File: src/common/ula_pkg.sv
// *********************************************************************
// ULA shared definitions
// Word and float field types, opcodes and the stream payloads
// *********************************************************************

package ula_pkg;

	// *****************************************************************
	// Sizes
	// *****************************************************************

	localparam int NUBITS = 32;  // Operand and result width
	localparam int NBMANT = 23;  // Mantissa without hidden bit
	localparam int NBEXPO = 8;   // Two's complement exponent

	typedef logic signed [NUBITS-1:0] ula_word_t;

	// Float value is +-mant * 2^expo
	typedef struct packed {
		logic                     sign;
		logic signed [NBEXPO-1:0] expo;
		logic        [NBMANT-1:0] mant;
	} ula_float_t;

	// *****************************************************************
	// Opcodes
	// *****************************************************************

	// Gaps in the numbering are unused codes
	typedef enum logic [5:0] {
		LOD   = 6'd1,   // Pass a
		ADD   = 6'd2,
		F_ADD = 6'd3,
		MLT   = 6'd4,
		F_MLT = 6'd5,
		F_NEG = 6'd13,  // Of b
		F_ABS = 6'd17,  // Of b
		I2F   = 6'd25,  // Of b
		AND   = 6'd29,
		ORR   = 6'd30,
		XOR   = 6'd31,
		INV   = 6'd32,  // ~b
		LAN   = 6'd34,
		LOR   = 6'd35,
		LIN   = 6'd36,  // !b
		LES   = 6'd38,
		F_LES = 6'd39,
		GRE   = 6'd40,
		F_GRE = 6'd41,
		EQU   = 6'd42,
		SHL   = 6'd43,
		SHR   = 6'd44,
		SRS   = 6'd45   // Arithmetic right
	} ula_op_t;

	// 70-bit request into the ALU
	typedef struct packed {
		ula_op_t   op;
		ula_word_t a;
		ula_word_t b;
	} ula_req_t;

	// 38-bit result out of the ALU
	typedef struct packed {
		ula_word_t result;
		ula_op_t   op;      // Op that produced it
	} ula_res_t;

	// Float unit owns the result
	function automatic logic op_is_float(input ula_op_t op);
		case (op)
			F_ADD, F_MLT, I2F, F_NEG, F_ABS, F_LES, F_GRE: return 1'b1;
			default: return 1'b0;
		endcase
	endfunction

	// Float result goes through the normalizer
	function automatic logic op_needs_norm(input ula_op_t op);
		return (op == F_ADD) || (op == F_MLT) || (op == I2F);
	endfunction

	// Condition as a 1 or 0 word
	function automatic ula_word_t bool_word(input logic c);
		return {{(NUBITS-1){1'b0}}, c};
	endfunction

endpackage

File: src/ula/ula_float.sv
// *********************************************************************
// ULA float unit
// Alignment, add, multiply, int to float, negate, abs and compares
// *********************************************************************

`timescale 1ns/1ps

module ula_float import ula_pkg::*; #(
	parameter int MAN = NBMANT,
	parameter int EXP = NBEXPO
) (
	input  ula_op_t   op,
	input  ula_word_t a,
	input  ula_word_t b,
	output ula_word_t result
);

	localparam int W = 1 + EXP + MAN;

	// Operand fields
	logic                  s_a, s_b;
	logic signed [EXP-1:0] e_a, e_b;
	logic        [MAN-1:0] m_a, m_b;

	assign {s_a, e_a, m_a} = a;
	assign {s_b, e_b, m_b} = b;

	// *****************************************************************
	// Exponent alignment, shared by add and compares
	// *****************************************************************

	logic signed [EXP:0]   e_diff;   // e_a - e_b, no overflow
	logic                  a_small;  // a has the smaller exponent
	logic        [EXP:0]   sh_a, sh_b;
	logic signed [EXP-1:0] e_big;
	logic        [MAN-1:0] m_a_al, m_b_al;
	logic signed [MAN:0]   sm_a, sm_b;  // Signed aligned mantissas

	assign e_diff  = e_a - e_b;
	assign a_small = e_diff[EXP];
	assign sh_a    = a_small ? -e_diff : '0;
	assign sh_b    = a_small ? '0 : e_diff;
	assign e_big   = a_small ? e_b : e_a;  // Larger exponent is kept

	assign m_a_al = m_a >> sh_a;  // Wide gaps shift to zero
	assign m_b_al = m_b >> sh_b;

	assign sm_a = s_a ? -{1'b0, m_a_al} : {1'b0, m_a_al};
	assign sm_b = s_b ? -{1'b0, m_b_al} : {1'b0, m_b_al};

	// *****************************************************************
	// Unnormalized results
	// *****************************************************************

	logic signed [MAN+1:0]   sum;      // One more bit for the carry
	logic        [MAN+1:0]   sum_mag;
	logic        [W-1:0]     add_word;
	logic        [2*MAN-1:0] prod;
	logic        [EXP-1:0]   e_prod;
	logic        [W-1:0]     mlt_word;
	logic        [MAN-1:0]   i_raw, i_mag;
	logic        [W-1:0]     i2f_word;

	// F_ADD, drop the low bit and bump the exponent to fit the carry
	assign sum      = sm_a + sm_b;
	assign sum_mag  = sum[MAN+1] ? -sum : sum;
	assign add_word = {sum[MAN+1], e_big + EXP'(1), sum_mag[MAN:1]};

	// F_MLT keeps the top half, exponent wraps
	// Zero product becomes the canonical zero in the normalizer
	assign prod     = m_a * m_b;
	assign e_prod   = e_a + e_b + EXP'(MAN);
	assign mlt_word = {s_a ^ s_b, e_prod, prod[2*MAN-1:MAN]};

	// I2F of the low mantissa-wide bits of b
	assign i_raw    = b[MAN-1:0];
	assign i_mag    = i_raw[MAN-1] ? -i_raw : i_raw;
	assign i2f_word = {i_raw[MAN-1], {EXP{1'b0}}, i_mag};

	// *****************************************************************
	// Shared normalizer
	// *****************************************************************

	logic [W-1:0] pre_norm, post_norm;

	always_comb begin
		case (op)
			F_ADD:   pre_norm = add_word;
			F_MLT:   pre_norm = mlt_word;
			default: pre_norm = i2f_word;  // I2F
		endcase
	end

	ula_norm #(
		.MAN (MAN),
		.EXP (EXP)
	) u_norm (
		.in_word  (pre_norm),
		.out_word (post_norm)
	);

	// *****************************************************************
	// Result select
	// *****************************************************************

	always_comb begin
		if (op_needs_norm(op)) begin
			result = post_norm;
		end else begin
			case (op)
				F_NEG:   result = {~b[W-1], b[W-2:0]};  // Flip sign
				F_ABS:   result = {1'b0, b[W-2:0]};     // Clear sign
				F_LES:   result = bool_word(sm_a < sm_b);
				F_GRE:   result = bool_word(sm_a > sm_b);
				default: result = '0;  // Integer ops
			endcase
		end
	end

endmodule

File: src/ula/ula_int.sv
// *********************************************************************
// ULA integer unit
// Arithmetic, logic, shift, condition and compare ops on signed words
// *********************************************************************

`timescale 1ns/1ps

module ula_int import ula_pkg::*; (
	input  ula_op_t   op,
	input  ula_word_t a,
	input  ula_word_t b,
	output ula_word_t result
);

	localparam int SHW = $clog2(NUBITS);  // Shift amount bits

	logic      [SHW-1:0] shamt;    // Low bits of b only
	logic                a_true;   // a as a condition
	logic                b_true;   // b as a condition
	ula_word_t           sum;
	ula_word_t           prod;

	assign shamt  = b[SHW-1:0];
	assign a_true = (a != '0);
	assign b_true = (b != '0);

	// *****************************************************************
	// Arithmetic
	// *****************************************************************

	assign sum  = a + b;
	assign prod = a * b;  // Low half of the product

	// *****************************************************************
	// Result select
	// *****************************************************************

	always_comb begin
		case (op)
			LOD: result = a;
			ADD: result = sum;
			MLT: result = prod;

			// Bitwise
			AND: result = a & b;
			ORR: result = a | b;
			XOR: result = a ^ b;
			INV: result = ~b;

			// Shifts
			SHL: result = a << shamt;
			SHR: result = a >> shamt;   // Zero fill
			SRS: result = a >>> shamt;  // Sign fill

			// Conditions give 1 or 0
			LAN: result = bool_word(a_true && b_true);
			LOR: result = bool_word(a_true || b_true);
			LIN: result = bool_word(!b_true);

			// Signed compares
			LES: result = bool_word(a < b);
			GRE: result = bool_word(a > b);
			EQU: result = bool_word(a == b);

			default: result = '0;  // Float ops, not selected by top
		endcase
	end

endmodule

File: src/ula/ula_norm.sv
// *********************************************************************
// ULA float normalizer
// Shifts the mantissa left until its top bit is set
// *********************************************************************

`timescale 1ns/1ps

module ula_norm import ula_pkg::*; #(
	parameter int MAN = NBMANT,
	parameter int EXP = NBEXPO
) (
	input  logic [EXP+MAN:0] in_word,
	output logic [EXP+MAN:0] out_word
);

	logic                  in_sign;
	logic signed [EXP-1:0] in_expo;
	logic        [MAN-1:0] in_mant;
	logic        [EXP-1:0] lz [MAN-1];  // Leading zero chain
	logic        [EXP-1:0] shamt;

	assign {in_sign, in_expo, in_mant} = in_word;

	// *****************************************************************
	// Leading zero count
	// *****************************************************************

	// Each link looks at one more top bit and counts if all are zero
	assign lz[0] = in_mant[MAN-1] ? '0 : EXP'(1);

	for (genvar i = 1; i < MAN-1; i++) begin : g_lz
		assign lz[i] = (in_mant[MAN-1 -: i+1] == '0) ? EXP'(i+1) : lz[i-1];
	end

	assign shamt = lz[MAN-2];  // At most MAN-1, bit 0 goes to the top

	// *****************************************************************
	// Output
	// *****************************************************************

	// Zero mantissa maps to the canonical zero, exponent most negative
	assign out_word = (in_mant == '0) ?
		{1'b0, 1'b1, {(EXP+MAN-1){1'b0}}} :
		{in_sign, in_expo - shamt, in_mant << shamt};

	always_comb begin
		if (in_mant != '0)
			a_top_set: assert final (out_word[MAN-1]);
	end

endmodule

File: src/verilog/ula.sv
// *********************************************************************
// ULA streaming top level
// Request stage, integer and float units, result stage
// *********************************************************************

`timescale 1ns/1ps

module ula import ula_pkg::*; #(
	parameter int MAN = NBMANT,
	parameter int EXP = NBEXPO
) (
	input  logic     clk,
	input  logic     rst,
	input  logic     in_valid,
	output logic     in_ready,
	input  ula_req_t in_req,
	output logic     out_valid,
	input  logic     out_ready,
	output ula_res_t out_res
);

	ula_req_t  req_q;      // Held request
	logic      req_valid;
	logic      req_ready;  // Result stage can take it
	ula_word_t int_res;
	ula_word_t float_res;
	ula_res_t  res_d;

	// *****************************************************************
	// Request stage
	// *****************************************************************

	ula_pipe_reg #(
		.payload_t (ula_req_t)
	) u_req_stage (
		.clk        (clk),
		.rst        (rst),
		.up_valid   (in_valid),
		.up_ready   (in_ready),
		.up_data    (in_req),
		.down_valid (req_valid),
		.down_ready (req_ready),
		.down_data  (req_q)
	);

	// *****************************************************************
	// Units, both see every request
	// *****************************************************************

	ula_int u_int (
		.op     (req_q.op),
		.a      (req_q.a),
		.b      (req_q.b),
		.result (int_res)
	);

	ula_float #(
		.MAN (MAN),
		.EXP (EXP)
	) u_float (
		.op     (req_q.op),
		.a      (req_q.a),
		.b      (req_q.b),
		.result (float_res)
	);

	assign res_d.result = op_is_float(req_q.op) ? float_res : int_res;
	assign res_d.op     = req_q.op;  // Tag for the consumer

	// *****************************************************************
	// Result stage
	// *****************************************************************

	ula_pipe_reg #(
		.payload_t (ula_res_t)
	) u_res_stage (
		.clk        (clk),
		.rst        (rst),
		.up_valid   (req_valid),
		.up_ready   (req_ready),
		.up_data    (res_d),
		.down_valid (out_valid),
		.down_ready (out_ready),
		.down_data  (out_res)
	);

endmodule

File: src/verilog/ula_pipe_reg.sv
// *********************************************************************
// ULA pipeline register
// One-entry valid/ready stage for any payload type
// *********************************************************************

`timescale 1ns/1ps

module ula_pipe_reg #(
	parameter type payload_t = logic
) (
	input  logic     clk,
	input  logic     rst,
	input  logic     up_valid,
	output logic     up_ready,
	input  payload_t up_data,
	output logic     down_valid,
	input  logic     down_ready,
	output payload_t down_data
);

	logic     full;    // Entry held
	payload_t data_q;
	logic     load;

	// Take new data when empty or when the entry leaves this cycle
	assign up_ready = !full || down_ready;
	assign load     = up_valid && up_ready;

	always_ff @(posedge clk) begin
		if (rst)
			full <= 1'b0;
		else if (load)
			full <= 1'b1;  // Refill, also on pass-through
		else if (down_ready)
			full <= 1'b0;  // Drained, nothing new
	end

	always_ff @(posedge clk) begin
		if (load)
			data_q <= up_data;
	end

	assign down_valid = full;
	assign down_data  = data_q;

	// Stalled entry must not move
	a_hold_stall: assert property (@(posedge clk) disable iff (rst)
		down_valid && !down_ready |=> down_valid && $stable(down_data));

	a_empty_after_rst: assert property (@(posedge clk) rst |=> !down_valid);

endmodule
File: config.mk
export PLATFORM = sky130hd
export DESIGN_NAME = ula
export DESIGN_NICKNAME = d
export VERILOG_FILES = /design/src/common/ula_pkg.sv /design/src/ula/ula_float.sv /design/src/ula/ula_int.sv /design/src/ula/ula_norm.sv /design/src/verilog/ula.sv /design/src/verilog/ula_pipe_reg.sv
export SDC_FILE = /design/constraint.sdc
export NUM_CORES = 2
export LEC_CHECK = 0
export BUFFER_PORTS_ARGS = -buffer_cell sky130_fd_sc_hd__buf_2
export CORE_MARGIN = 1.5
export CORE_UTILIZATION = 40
export CTS_CLUSTER_DIAMETER = 200
export DETAILED_ROUTE_END_ITERATION = 10
export PLACE_DENSITY_LB_ADDON = 0.25
export SYNTH_ARGS = -nofsm -noshare
export SYNTH_HDL_FRONTEND = slang
export SYNTH_SLANG_ARGS = --single-unit
File: constraint.sdc
create_clock -name clk -period 11.3 [get_ports clk]
set_clock_uncertainty 0.15 [all_clocks]
set_input_delay 1.695 -clock clk [delete_from_list [all_inputs] [get_ports clk]]
set_output_delay 1.695 -clock clk [all_outputs]
set_load 0.005 [all_outputs]
* Word-level counts from Yosys, hierarchy flattened *
Index checks and enable logic that the tools add are counted.

word-level totals
  bits in registers = 110
  bits in latches = 0
  RAM bits = 0
  ROM bits = 0
  input bits = 74
  output and inout port bits = 40
  memories kept = 0

cells by class
  $add $sub $neg = 12
  multipliers = 2
  div/mod/pow operators = 0
  $lt $le $gt $ge = 4
  eq/ne operators = 24
  shift-type cells = 6
  mux-type cells = 40
  bitwise operators = 6
  reductions and logical operators = 38

operators by type and width
  kind                number
  $pmux 32 s16        1
  $mux 8              23
  $pmux 32 s4         1
  $mux 32             3
  $eq 6x6->1 const B  12
  $mux 24             3
  $pmux 32 s2         1
  $reduce_bool 32->1  2
  $neg 23->24         2
  $mul 23x23->46      1
  $shr 23x9->23       2
  $add 32x32->32      1
  $and 32x32->32      1
  $eq 32x32->1        1
  $gt 32x32->1        1
  $lt 32x32->1        1
  $mul 32x32->32      1
  $not 32->32         1
  $or 32x32->32       1
  $shl 32x5->32       1
  $shr 32x5->32       1
  $sshr 32x5->32      1
  $xor 32x32->32      1
  $eq 6x5->1 const B  5
  other kinds (48)    64

* Depth between registers and ports, before layout *
  depth after elaboration = 36
  depth in mapped cells = 54
  depth with buffers taken out = 47

* By module *
A second synthesis with hierarchy kept.

second synthesis, totals
  cells, all modules = 6696
  area total of the unflattened synthesis = 55017.8 µm²

by module, submodules not included
  module                       instances  cells an instance  area each (µm²)
  ula_float                    1          3345               25927.4
  ula_int                      1          2955               23606.4
  ula_pipe_reg at u_req_stage  1          75                 2157.1
  ula_norm                     1          235                1536.5
  ula_pipe_reg at u_res_stage  1          43                 1196.1
  ula                          1          43                 594.3

* Worst setup path before layout *
Ideal clock, no wire load.

  path kind = reg-to-reg
  from = reg u_req_stage.data_q, in the netlist u_req_stage.down_data[2]
  to = reg u_res_stage.data_q, in the netlist u_res_stage.down_data[35] (data pin)
  library setup time = 280 ps
  arrival = 11290 ps
  required time = 10870 ps
  setup slack = -420 ps
  cell stages (with the launch flop) = 46
  buffers on the path = 7
  path through = edfxtp_1 > clkbuf_1 > clkbuf_1 > clkbuf_1 > buf_1 > clkbuf_1 > buf_1 > nand2_1 > fa_1 > fa_1 > inv_1 > fa_1 > inv_1 > fa_1 > inv_1 > fa_1 > inv_1 > fa_1 > [... 10 more ...] > a311oi_2 > o211ai_2 > nor4_4 > nand4_4 > nor3_4 > o21ai_1 > buf_6 > inv_2 > ha_1 > inv_1 > fa_1 > a21o_1 > a21oi_1 > nor2b_1 > nor3_1 > xor2_1 > a2111oi_0 > o211ai_1

RTL lines
  what                      line                text
  start: declaration        ula_pipe_reg.sv:22  payload_t data_q;
  start signal: assignment  ula_pipe_reg.sv:40  data_q <= up_data;
  end signal: assignment    ula_pipe_reg.sv:40
  end: declaration          ula_pipe_reg.sv:22

==> metrics <==
Critical Path End Type=flip-flop; mapped cell area=47200 um2; count leader, synth=inv_1; Final Max Tran Viols=0; CP Max Fanout=11; Slowest cell on crit path=or4_4; Placeable Area=117000 um2; reg2reg setup slack=340 ps; status=finished, final reports clean; post-route ant nets=0; HP Class=reg2reg; met3 routed WL=21600 um; Initial Util=40.5%; dpl cell area=52500 um2; Worst-Margin Slew=1200 ps; Clock Path Buffers=2; Fin. Hold Viols=0; fin util=45.8%; synth cell count leaders=inv_1, fa_1, nand2_1; Final #Nets=7331; via count=45.7k; drt pass-1 iters=6; Iter 0 DRT Violations=5670; Post-synth EDFFs=108; first-pass GRT wire length=320000 um; htree depth=3; met2 wire length=94100 um; placed cells=7607; Yosys cell types=123; sequential cell area=3280 um2; Slew headroom=19.1%; Fillers=11.7k; routed length on met1=89900 um; largest net degree at the start of global routing=54; Post-Synthesis Cells=5802; FMAX=0.0913 GHz; maxcap violations=0; count of final setup violators=0; WHS Path Cells=0; CP required=11360 ps; initial antenna violation count=8; Synth area leader=fa_1; clock buffer count from CTS=9; CP startpoint kind=flip-flop; overall routed net length=221000 um; GRT Util Overall=36.7%; CTS tree=built; Yosys warnings=0; count of state elements after synthesis=110; post-synthesis sequential area ratio=6.96%; Die X=346 um; Syn-to-layout area delta=13.0%; Rows=125; Sink Count=110; clk_lat worst skew=490 ps; share of the synthesized area in the top cell type=28.8%; hpwl dp=182000 um; routability congestion estimate=1.06; WS Path Type=reg2reg; share of post-route cells with drive strength above 1=13.8%; Avg Inst Size Synth=8.13 um2; Final Cycle Share=97.0%; Design Area, Final=53300 um2; CP peak stage delay=580 ps; io pins=114; Synth area leaders=fa_1, ha_1, inv_1; die area=120000 um2; vias in the first global route=45.4k; Final Non-Filler Cells=7642; clk root buf=clkbuf_16; Die Ht=346 um; post-DR wirelength/cell=28.9 um; vias per inst=5.98; Multi-input gate area=39100 um2; ys async rst share=0%; total global routing overflow=0; Post-synth top flop=edfxtp_1; drt drc=0; Top Metal Used=met5; Tmin final=10960 ps; crit path DAT=11020 ps; Post-Synthesis Net Count=7021; CTS clk-pin slew, worst paths=160 ps; Port Buffers=113; path depth of the worst reg2reg path=47
-- sequential cells by signal (all words and copies together) (netlist names) --
register / flops
u_req_stage.down_data: 70
u_res_stage.down_valid: 1
u_res_stage.down_data: 38
u_req_stage.down_valid: 1
-- through the flow --
step,TNS (ps),setup slack [ps],hold WS [ps]
after floorplan,0,18.8,274
after global placement,0,62.5,351
after detailed placement,-96.4,-82.4,359
after CTS,0,84.4,384
after global routing,-38.1,-20.3,386
final,0,342,376
-- timing repair --
item | CTS | global route
setup buffers | 2 | 14
resized for setup | 3 | 68
cloned | 1 | 1
hold buffers | 0 | 0
pin swaps | 1 | 19
endpoints found under the setup margin | 2 | 27
-- path summary, 6_finish.rpt --
path                                            start                                  end
hold reg to reg   u_req_stage.down_data[65]$_DFFE_PP_   u_res_stage.down_data[1]$_DFFE_PP_
setup reg to reg  u_req_stage.down_data[55]$_DFFE_PP_  u_res_stage.down_data[34]$_DFFE_PP_
hold / removal    u_req_stage.down_data[65]$_DFFE_PP_   u_res_stage.down_data[1]$_DFFE_PP_
setup / recovery  u_req_stage.down_data[55]$_DFFE_PP_  u_res_stage.down_data[34]$_DFFE_PP_
-- final cells by class --
cell class,instances,share of cell area (%)
multi-input cells,4321,73.3
repair buffers,622,8.98
inverters,1048,7.39
flip-flops and latches,110,6.16
well taps,1524,3.58
clock buffers,9,0.422
clock inverters,7,0.171
diodes,1,0.00469
-- worst max-delay path: cells and delay by family (launching register included) --
family,cells,cell delay (ps)
AOI/OAI and AO/OA,20,4280
xor gates and xnor gates,1,130
adders and majority gates,5,1650
buffers and inverters,7,910
DFF,1,400
muxes,3,890
and+or+nand+nor,11,2320
-- layer usage --
layer | up-vias | global-route usage, %
met5 | - | 0
li1 | 19700 | -
met1 | 22800 | 49.5
met3 | 538 | 6.55
met4 | 2 | 21.0
met2 | 2632 | 55.1
-- cell usage in the layout, fill, tap and decap left out, types with 27 or more instances in the layout --
cell type	count
buf_12	31
mux4_2	39
and2_1	27
mux2i_1	115
a22oi_1	31
nor3_1	68
o211ai_1	56
a21oi_1	214
inv_1	1014
edfxtp_1	108
xor2_1	55
ha_1	464
nor2_1	550
buf_2	113
a211oi_1	49
a221oi_1	42
and3_1	27
o21ai_0	271
fa_1	678
nand3_1	87
o22ai_1	30
nand2b_1	28
nor4_1	32
a31oi_1	32
xnor2_1	177
nand2_1	666
a21o_1	42
buf_4	475
-- cells by family after synthesis --
kind of cell | after synthesis | synth area share [%]
AO/OA/AOI/OAI | 1100 | 15.9
XOR/XNOR | 239 | 4.45
adder cells (fa/ha/maj) | 1145 | 41.2
buffers and inverters | 1373 | 11.0
flip-flops | 110 | 6.96
multiplexers | 180 | 4.95
AND/OR/NAND/NOR | 1655 | 15.5
Power is not shown: default switching activity piles up to over one toggle a cycle in this logic, so the estimate is an artifact.
